--- config.mk ---
export PLATFORM = sky130hd
export DESIGN_NAME = led_matrix_top
export DESIGN_NICKNAME = d
export VERILOG_FILES = /design/src/led_matrix_pkg.sv /design/src/led_matrix_if.sv /design/src/led_matrix_top.sv /design/src/pixel_fetch.sv /design/src/plane_timer.sv /design/src/scan_fsm.sv /design/src/frame_ram.sv /design/src/frame_write_port.sv
export SDC_FILE = /design/constraint.sdc
export NUM_CORES = 2
export LEC_CHECK = 0
export ABC_AREA = 1
export ABC_CLOCK_PERIOD_IN_PS = 3100
export BUFFER_PORTS_ARGS = -buffer_cell sky130_fd_sc_hd__clkbuf_2
export CAP_MARGIN = 5
export CORE_MARGIN = 2
export CORE_UTILIZATION = 58
export CTS_CLUSTER_SIZE = 20
export DETAILED_ROUTE_END_ITERATION = 8
export PLACE_DENSITY = 0.74
export SLEW_MARGIN = 20
export SYNTH_ARGS = -nofsm -noshare
export SYNTH_HDL_FRONTEND = slang
export SYNTH_SLANG_ARGS = --single-unit
--- constraint.sdc ---
create_clock -name clk_root -period 3.1 [get_ports clk_root]
set_clock_uncertainty 0.05 [all_clocks]
set_input_delay 0.31 -clock clk_root [delete_from_list [all_inputs] [get_ports clk_root]]
set_output_delay 0.31 -clock clk_root [all_outputs]
set_load 0.02 [all_outputs]
--- src/led_matrix_pkg.sv ---
`default_nettype none

package led_matrix_pkg;

    // Bits per colour channel
    localparam int COLOR_DEPTH = 4;

    // Field positions inside a packed pixel
    localparam int RED_LSB   = 0;
    localparam int GREEN_LSB = COLOR_DEPTH;
    localparam int BLUE_LSB  = 2 * COLOR_DEPTH;

    // Bit positions inside one panel colour triplet
    localparam int RGB_RED   = 0;
    localparam int RGB_GREEN = 1;
    localparam int RGB_BLUE  = 2;

    // Blue, green, red from high to low
    typedef logic [3*COLOR_DEPTH-1:0] pixel_t;

    // Current bit plane, 0 is the least significant
    typedef logic [$clog2(COLOR_DEPTH)-1:0] plane_t;

    // One RGB triplet as it goes to the panel
    typedef logic [2:0] rgb_t;

    // Wide enough for the base on-time shifted by the top plane
    typedef logic [15:0] on_time_t;

endpackage

`default_nettype wire
--- src/led_matrix_if.sv ---
`default_nettype none

interface pixel_fetch_if #(
    parameter int PANEL_WIDTH  = 16,
    parameter int PANEL_HEIGHT = 8
);
    import led_matrix_pkg::*;

    // Request side, one item in flight at a time
    logic                                fetch_req;
    logic [$clog2(PANEL_WIDTH)-1:0]      column;
    logic [$clog2(PANEL_HEIGHT/2)-1:0]   row_pair;
    plane_t                              plane;

    // Answer two cycles after the request
    logic                                bits_valid;
    rgb_t                                rgb_top;
    rgb_t                                rgb_bottom;

    modport sequencer (
        output fetch_req, column, row_pair, plane,
        input  bits_valid, rgb_top, rgb_bottom
    );

    modport fetcher (
        input  fetch_req, column, row_pair, plane,
        output bits_valid, rgb_top, rgb_bottom
    );

endinterface

`default_nettype wire

--- src/led_matrix_top.sv ---
`default_nettype none

module led_matrix_top #(
    parameter int PANEL_WIDTH    = 16,
    parameter int PANEL_HEIGHT   = 8,
    parameter int BASE_ON_CYCLES = 4
) (
    input  wire                                         clk_root,
    input  wire                                         rst_n,
    input  wire                                         wr_req,
    input  wire [$clog2(PANEL_WIDTH*PANEL_HEIGHT)-1:0]  wr_addr,
    input  wire led_matrix_pkg::pixel_t                 wr_data,
    output logic                                        wr_ack,
    output led_matrix_pkg::rgb_t                        rgb_top,
    output led_matrix_pkg::rgb_t                        rgb_bottom,
    output logic                                        clk_pixel,
    output logic                                        row_latch,
    output logic [$clog2(PANEL_HEIGHT/2)-1:0]           row_addr,
    output logic                                        output_enable
);
    import led_matrix_pkg::*;

    localparam int AW = $clog2(PANEL_WIDTH * PANEL_HEIGHT);

    logic          ram_we;
    logic [AW-1:0] ram_waddr;
    pixel_t        ram_wdata;
    logic [AW-1:0] raddr_top;
    logic [AW-1:0] raddr_bottom;
    pixel_t        rdata_top;
    pixel_t        rdata_bottom;
    logic          timer_start;
    plane_t        timer_plane;
    logic          timer_done;

    pixel_fetch_if #(.PANEL_WIDTH(PANEL_WIDTH), .PANEL_HEIGHT(PANEL_HEIGHT)) fetch_bus ();

    frame_write_port #(.PANEL_WIDTH(PANEL_WIDTH), .PANEL_HEIGHT(PANEL_HEIGHT)) u_write_port (
        .clk_root  (clk_root),
        .rst_n     (rst_n),
        .wr_req    (wr_req),
        .wr_addr   (wr_addr),
        .wr_data   (wr_data),
        .wr_ack    (wr_ack),
        .ram_we    (ram_we),
        .ram_waddr (ram_waddr),
        .ram_wdata (ram_wdata)
    );

    frame_ram #(.PANEL_WIDTH(PANEL_WIDTH), .PANEL_HEIGHT(PANEL_HEIGHT)) u_frame_ram (
        .clk_root     (clk_root),
        .we           (ram_we),
        .waddr        (ram_waddr),
        .wdata        (ram_wdata),
        .raddr_top    (raddr_top),
        .raddr_bottom (raddr_bottom),
        .rdata_top    (rdata_top),
        .rdata_bottom (rdata_bottom)
    );

    scan_fsm #(.PANEL_WIDTH(PANEL_WIDTH), .PANEL_HEIGHT(PANEL_HEIGHT)) u_scan_fsm (
        .clk_root    (clk_root),
        .rst_n       (rst_n),
        .fetch       (fetch_bus.sequencer),
        .timer_start (timer_start),
        .timer_plane (timer_plane),
        .timer_done  (timer_done),
        .clk_pixel   (clk_pixel),
        .row_latch   (row_latch),
        .row_addr    (row_addr),
        .rgb_top     (rgb_top),
        .rgb_bottom  (rgb_bottom)
    );

    plane_timer #(.BASE_ON_CYCLES(BASE_ON_CYCLES)) u_plane_timer (
        .clk_root      (clk_root),
        .rst_n         (rst_n),
        .start         (timer_start),
        .plane         (timer_plane),
        .output_enable (output_enable),
        .done          (timer_done)
    );

    pixel_fetch #(.PANEL_WIDTH(PANEL_WIDTH), .PANEL_HEIGHT(PANEL_HEIGHT)) u_pixel_fetch (
        .clk_root     (clk_root),
        .rst_n        (rst_n),
        .fetch        (fetch_bus.fetcher),
        .raddr_top    (raddr_top),
        .raddr_bottom (raddr_bottom),
        .rdata_top    (rdata_top),
        .rdata_bottom (rdata_bottom)
    );

endmodule

`default_nettype wire

--- src/pixel_fetch.sv ---
`default_nettype none

module pixel_fetch #(
    parameter int PANEL_WIDTH  = 16,
    parameter int PANEL_HEIGHT = 8
) (
    input  wire                                          clk_root,
    input  wire                                          rst_n,
    pixel_fetch_if.fetcher                               fetch,
    output logic [$clog2(PANEL_WIDTH*PANEL_HEIGHT)-1:0]  raddr_top,
    output logic [$clog2(PANEL_WIDTH*PANEL_HEIGHT)-1:0]  raddr_bottom,
    input  wire led_matrix_pkg::pixel_t                  rdata_top,
    input  wire led_matrix_pkg::pixel_t                  rdata_bottom
);
    import led_matrix_pkg::*;

    localparam int AW   = $clog2(PANEL_WIDTH * PANEL_HEIGHT);
    localparam int HALF = PANEL_WIDTH * PANEL_HEIGHT / 2; // Offset of the bottom half

    logic   valid_d;
    plane_t plane_d;

    // Pick one bit of each channel for the given plane
    function automatic rgb_t plane_bits(input pixel_t pix, input plane_t p);
        rgb_t bits;
        bits[RGB_RED]   = pix[RED_LSB + p];
        bits[RGB_GREEN] = pix[GREEN_LSB + p];
        bits[RGB_BLUE]  = pix[BLUE_LSB + p];
        return bits;
    endfunction

    assign raddr_top    = AW'(fetch.row_pair * PANEL_WIDTH + fetch.column);
    assign raddr_bottom = AW'(raddr_top + HALF);

    always_ff @(posedge clk_root) begin
        if (!rst_n) begin
            valid_d          <= 1'b0;
            fetch.bits_valid <= 1'b0;
        end else begin
            valid_d          <= fetch.fetch_req; // Stage 1, RAM read
            fetch.bits_valid <= valid_d;         // Stage 2, bit select
        end
    end

    // Plane rides alongside the RAM read
    always_ff @(posedge clk_root) begin
        plane_d <= fetch.plane;
        if (valid_d) begin
            fetch.rgb_top    <= plane_bits(rdata_top, plane_d);
            fetch.rgb_bottom <= plane_bits(rdata_bottom, plane_d);
        end
    end

endmodule

`default_nettype wire

--- src/plane_timer.sv ---
`default_nettype none

module plane_timer #(
    parameter int BASE_ON_CYCLES = 4
) (
    input  wire                          clk_root,
    input  wire                          rst_n,
    input  wire                          start,
    input  wire led_matrix_pkg::plane_t  plane,
    output logic                         output_enable,
    output logic                         done
);
    import led_matrix_pkg::*;

    on_time_t count;
    on_time_t count_next;

    always_comb begin
        count_next = count;
        if (start) begin
            count_next = on_time_t'(BASE_ON_CYCLES) << plane; // Weight doubles per plane
        end else if (count != '0) begin
            count_next = count - 1'b1;
        end
    end

    always_ff @(posedge clk_root) begin
        if (!rst_n) begin
            count         <= '0;
            output_enable <= 1'b0;
        end else begin
            count         <= count_next;
            // Panel pin straight from a flop, mirrors count != 0
            output_enable <= (count_next != '0);
        end
    end

    // Idle whenever nothing is lit, so high out of reset
    assign done = ~output_enable;

endmodule

`default_nettype wire

--- src/scan_fsm.sv ---
`default_nettype none

module scan_fsm #(
    parameter int PANEL_WIDTH  = 16,
    parameter int PANEL_HEIGHT = 8
) (
    input  wire                                   clk_root,
    input  wire                                   rst_n,
    pixel_fetch_if.sequencer                      fetch,
    output logic                                  timer_start,
    output led_matrix_pkg::plane_t                timer_plane,
    input  wire                                   timer_done,
    output logic                                  clk_pixel,
    output logic                                  row_latch,
    output logic [$clog2(PANEL_HEIGHT/2)-1:0]     row_addr,
    output led_matrix_pkg::rgb_t                  rgb_top,
    output led_matrix_pkg::rgb_t                  rgb_bottom
);
    import led_matrix_pkg::*;

    localparam int COL_W = $clog2(PANEL_WIDTH);
    localparam int ROW_W = $clog2(PANEL_HEIGHT / 2);

    typedef enum logic [2:0] {FETCH, WAIT_BITS, SHIFT, WAIT_ON, LATCH, START_ON} state_t;

    state_t           state;
    logic [COL_W-1:0] column;   // Column of the next fetch
    logic [ROW_W-1:0] row_pair;
    plane_t           plane;

    // Column has wrapped to 0 in SHIFT once the last pixel is out
    assign fetch.fetch_req = (state == FETCH) || (state == SHIFT && column != '0);
    assign fetch.column    = column;
    assign fetch.row_pair  = row_pair;
    assign fetch.plane     = plane;

    assign timer_start = (state == START_ON);
    assign timer_plane = plane; // Still the plane just latched

    always_ff @(posedge clk_root) begin
        if (!rst_n) begin
            state      <= FETCH;
            column     <= '0;
            row_pair   <= '0;
            plane      <= '0;
            clk_pixel  <= 1'b0;
            row_latch  <= 1'b0;
            row_addr   <= '0;
            rgb_top    <= '0;
            rgb_bottom <= '0;
        end else begin
            clk_pixel <= 1'b0;
            row_latch <= 1'b0;
            case (state)
                FETCH: state <= WAIT_BITS;
                WAIT_BITS: if (fetch.bits_valid) begin
                    rgb_top    <= fetch.rgb_top;
                    rgb_bottom <= fetch.rgb_bottom;
                    clk_pixel  <= 1'b1; // Rises with the new data, held one cycle
                    column     <= (column == COL_W'(PANEL_WIDTH - 1)) ? '0 : column + 1'b1;
                    state      <= SHIFT;
                end
                SHIFT: state <= (column == '0) ? WAIT_ON : WAIT_BITS;
                WAIT_ON: if (timer_done) begin // Previous plane is dark
                    row_latch <= 1'b1;
                    row_addr  <= row_pair;
                    state     <= LATCH;
                end
                LATCH: state <= START_ON;
                START_ON: begin
                    if (plane == plane_t'(COLOR_DEPTH - 1)) begin
                        plane    <= '0;
                        row_pair <= (row_pair == ROW_W'(PANEL_HEIGHT/2 - 1)) ? '0
                                                                             : row_pair + 1'b1;
                    end else begin
                        plane <= plane + 1'b1;
                    end
                    state <= FETCH;
                end
                default: state <= FETCH;
            endcase
        end
    end

    // Latching over a lit plane would show half-shifted data
    a_latch_when_dark: assert property (@(posedge clk_root) disable iff (!rst_n)
        row_latch |-> timer_done)
        else $error("row_latch high while a plane is still lit");

endmodule

`default_nettype wire

--- src/frame_ram.sv ---
`default_nettype none

module frame_ram #(
    parameter int PANEL_WIDTH  = 16,
    parameter int PANEL_HEIGHT = 8
) (
    input  wire                                          clk_root,
    input  wire                                          we,
    input  wire [$clog2(PANEL_WIDTH*PANEL_HEIGHT)-1:0]   waddr,
    input  wire led_matrix_pkg::pixel_t                  wdata,
    input  wire [$clog2(PANEL_WIDTH*PANEL_HEIGHT)-1:0]   raddr_top,
    input  wire [$clog2(PANEL_WIDTH*PANEL_HEIGHT)-1:0]   raddr_bottom,
    output led_matrix_pkg::pixel_t                       rdata_top,
    output led_matrix_pkg::pixel_t                       rdata_bottom
);
    import led_matrix_pkg::*;

    localparam int DEPTH = PANEL_WIDTH * PANEL_HEIGHT;

    // Row-major, index is row * PANEL_WIDTH + column
    pixel_t mem [DEPTH];

    // Host write port
    always_ff @(posedge clk_root) begin
        if (we) begin
            mem[waddr] <= wdata;
        end
    end

    // Two registered read ports for the two panel halves
    // A read that collides with a write sees the old word
    always_ff @(posedge clk_root) begin
        rdata_top    <= mem[raddr_top];
        rdata_bottom <= mem[raddr_bottom];
    end

endmodule

`default_nettype wire

--- src/frame_write_port.sv ---
`default_nettype none

module frame_write_port #(
    parameter int PANEL_WIDTH  = 16,
    parameter int PANEL_HEIGHT = 8
) (
    input  wire                                          clk_root,
    input  wire                                          rst_n,
    input  wire                                          wr_req,
    input  wire [$clog2(PANEL_WIDTH*PANEL_HEIGHT)-1:0]   wr_addr,
    input  wire led_matrix_pkg::pixel_t                  wr_data,
    output logic                                         wr_ack,
    output logic                                         ram_we,
    output logic [$clog2(PANEL_WIDTH*PANEL_HEIGHT)-1:0]  ram_waddr,
    output led_matrix_pkg::pixel_t                       ram_wdata
);
    typedef enum logic {IDLE, ACKED} state_t;

    state_t state;

    always_ff @(posedge clk_root) begin
        if (!rst_n) begin
            state  <= IDLE;
            ram_we <= 1'b0;
        end else begin
            ram_we <= 1'b0; // Single-cycle strobe
            case (state)
                IDLE: if (wr_req) begin
                    ram_we <= 1'b1;
                    state  <= ACKED;
                end
                ACKED: if (!wr_req) state <= IDLE; // Host finished phase 3
                default: state <= IDLE;
            endcase
        end
    end

    // Capture the word on the same edge that arms the write
    always_ff @(posedge clk_root) begin
        if (state == IDLE && wr_req) begin
            ram_waddr <= wr_addr;
            ram_wdata <= wr_data;
        end
    end

    assign wr_ack = (state == ACKED);

    a_ack_needs_req: assert property (@(posedge clk_root) disable iff (!rst_n)
        $rose(wr_ack) |-> $past(wr_req))
        else $error("wr_ack rose without a pending wr_req");

    a_single_write: assert property (@(posedge clk_root) disable iff (!rst_n)
        ram_we |=> !ram_we)
        else $error("ram_we high in two consecutive cycles");

endmodule

`default_nettype wire

==> impl_metrics.ini <==
[run_status]
outcome = completed

[synth]
syn_inst = 5079
synth.largest_area_cell = edfxtp_1
syn-num-nets = 5110
synth_area_leaders = edfxtp_1 (73%), nor2_1 (6.5%), o21ai_0 (5.8%), o22ai_1 (2.8%), nand2_1 (2.8%)
synth_top_area_share_pct = 73.4
synth_flop_cell = edfxtp_1
yosys_warnings = 0
syn_area_sq_um = 63900
ys_seq_elements = 1629
ys_async_sr_fraction_pct = 0
synth.avg_cell_area_sq_um = 12.6
yosysUniqueCellTypes = 30
seq_area_frac_synth_pct = 75.5
synth_edf_count = 1561

[final_layout]
final_cells = 6786
drive_above_1_share_pct = 10.0
layout_commonest_cell = edfxtp_1
layout.nets = 5273
fin_util_pct = 66.3
layout_common_cells = edfxtp_1 (1,561), nor2_1 (1,105), o21ai_0 (745), nand2_1 (480), o22ai_1 (290)
areaGrowthSynthToFinish_pct = 13.2

[clocking]
clk_pin_slew_ps = 60
cts_buffers = 160
ctsLongestPathBuffers = 3
cts_num_sinks = 1629
cts_tree = yes
h-tree-depth = 4
clk_latency_ps = 770
cts_root_buffer = clkbuf_16

[die]
num_rows = 121
die_h_microns = 336
core_sq_um = 109000
io_pins = 34
start_util_pct = 58.6
fp.dieArea_sq_um = 113000
die_w_microns = 336

[place]
dp.cells = 6472
place_worst_setup_slack_ps = 225
io_buffers = 33
place_congestion = 0.977
dpl.hpwl_mm = 99.7

[sta]
hold_ws_ps = 216
fin_crit_ps = 2990
slew_headroom_pct = 27.6
setup_slack_ps = 109
hold_viol_final = 0
grt_setup_unrepaired = no
tns_ps = 0
fmax_mhz = 334
setup_viol = 0
min_period_over_period_pct = 96.5
tightestPinTransition_ps = 1080
drv_slew = 0

[critical_path]
crit_type = reg2reg
crit_slowest_cell = nand2_1
end_kind = flip-flop
cp-start-kind = flip-flop
cp.arrival_ps = 3400
cp-startpoint = u_write_port.ram_waddr[1]
worstPathMaxFanout = 10
crit_chain = inv_1, nor3_1, nand2_1, buf_4, nor2_1, buf_4
required_ps = 3510
crit_family = simple AND/OR/NAND/NOR gates
crit_top_cell = buf_4
max_stage_delay_ps = 700
r2r_start = u_write_port.ram_waddr[1]
path_buf_inv = 3

[pwr]
irDropWorstVdd_uv = 570
power_density_nw_per_um2 = 634
p_leak_nw = 24.4

[detailed_routing]
drc_errors = 0
drt_iter0_markers = 6505
routedWlPerCell_microns = 25.5
vias_per_cell = 6.36
antenna_left = 0
firstDrtPassIters = 8
wirelength_mm = 173
num_vias = 43100

[global_route]
antenna_found_initial = 2
grt_pass1_wl_mm = 256
gr-total-overflow = 0
grt_pass1_vias = 40700
grt_max_degree = 130
grtUsageTotal_pct = 30.6

[flow_run]
drv_cap = 0

[hold_path]
worstHoldPathType = in2reg
hp-start = wr_data[2]
[cells by family after synthesis]
kind of cell / after synthesis / synth area share, %
adder cells (fa/ha/maj): 9 / 0.176
AO/OA/AOI/OAI: 1280 / 10.6
buffers and inverters: 380 / 2.66
XOR/XNOR: 4 / 0.0549
AND/OR/NAND/NOR: 1777 / 11.0
flip-flops: 1629 / 75.5
[cell usage after synthesis, types with 9 or more instances]
library cell and n:
a21oi_1 114, o21ai_0 745, o21ai_1 128, dfxtp_1 68
nand3_1 114, nand2_1 480, clkbuf_1 185, buf_6 11
buf_4 13, buf_1 14, buf_2 108, edfxtp_1 1561
nor2_1 1109, o22ai_1 290, nand4_1 52, inv_1 46
ha_1 9
[report_power, final]
group	switching, W	total (W)	leakage, nW	internal [W]
registers	0.000159	0.0244	14.6	0.0243
clock network	0.00802	0.0184	2.40	0.0104
logic	0.00215	0.00306	7.39	0.000918
[per-layer routing]
| metal | vias to the layer above | global-route usage, % | wire length [microns] | share of wire (%) |
|---|---|---|---|---|
| met4 | 2 | 15.4 | 9000 | 5.2 |
| met1 | 20900 | 41.4 | 63400 | 37 |
| met5 | - | 0 | 12 | 0.0069 |
| met2 | 2964 | 47.3 | 79600 | 46 |
| li1 | 18800 | - | - | - |
| met3 | 463 | 6.78 | 20900 | 12 |
[metrics by stage]
| stage | total power, W | area (sq um) |
|---|---|---|
| floorplan | 0.0269 | 63900 |
| global placement | 0.0278 | 67100 |
| detailed placement | 0.0279 | 67100 |
| CTS | 0.0459 | 72300 |
| global route | 0.0472 | 72300 |
| finish | 0.0459 | 72300 |
[worst register-to-register path, cell delays in order (launching register included)]
cell      delay (ps)
edfxtp_1         470
inv_1            160
nor3_1           270
nand2_1          700
buf_4            470
nor2_1           300
buf_4            260
[path summary, 6_finish.rpt]
path / endpoint / depth (start not counted) / slack (ps)
worst max-delay path: u_frame_ram.mem[27][1] / 6 / 110
worst min-delay path: u_write_port.ram_wdata[2] / 2 / 220
worst max register to register: u_frame_ram.mem[27][1] / 6 / 110
worst min register to register: u_pixel_fetch.plane_d[1] / 0 / 410
[sequential cells by signal, summed over array words and instances, names as in the netlist, 4 cells and up]
register,flops
u_frame_ram.mem,1536
u_frame_ram.rdata_bottom,12
u_frame_ram.rdata_top,12
u_plane_timer.count,16
u_scan_fsm.fetch.column,4
u_write_port.ram_waddr,7
u_write_port.ram_wdata,12
[layout make-up]
type | count | area [sq um]
antenna | 1 | 2.50
clock inverter | 69 | 539
timing repair buffer | 332 | 3140
tap | 1414 | 1770
fill | 7512 | 36700
clock buffer | 222 | 4400
inverter | 49 | 209
multi-input combinational | 3070 | 14000
sequential | 1629 | 48200
[repair_timing]
| action | 4_1_cts | 5_1_grt |
|---|---|---|
| endpoints found under the hold margin | 36 | 0 |
| resized for setup | 0 | 0 |
| buffers inserted | 0 | 0 |
| hold buffers | 22 | 0 |
(Power assumes the default switching activity.)
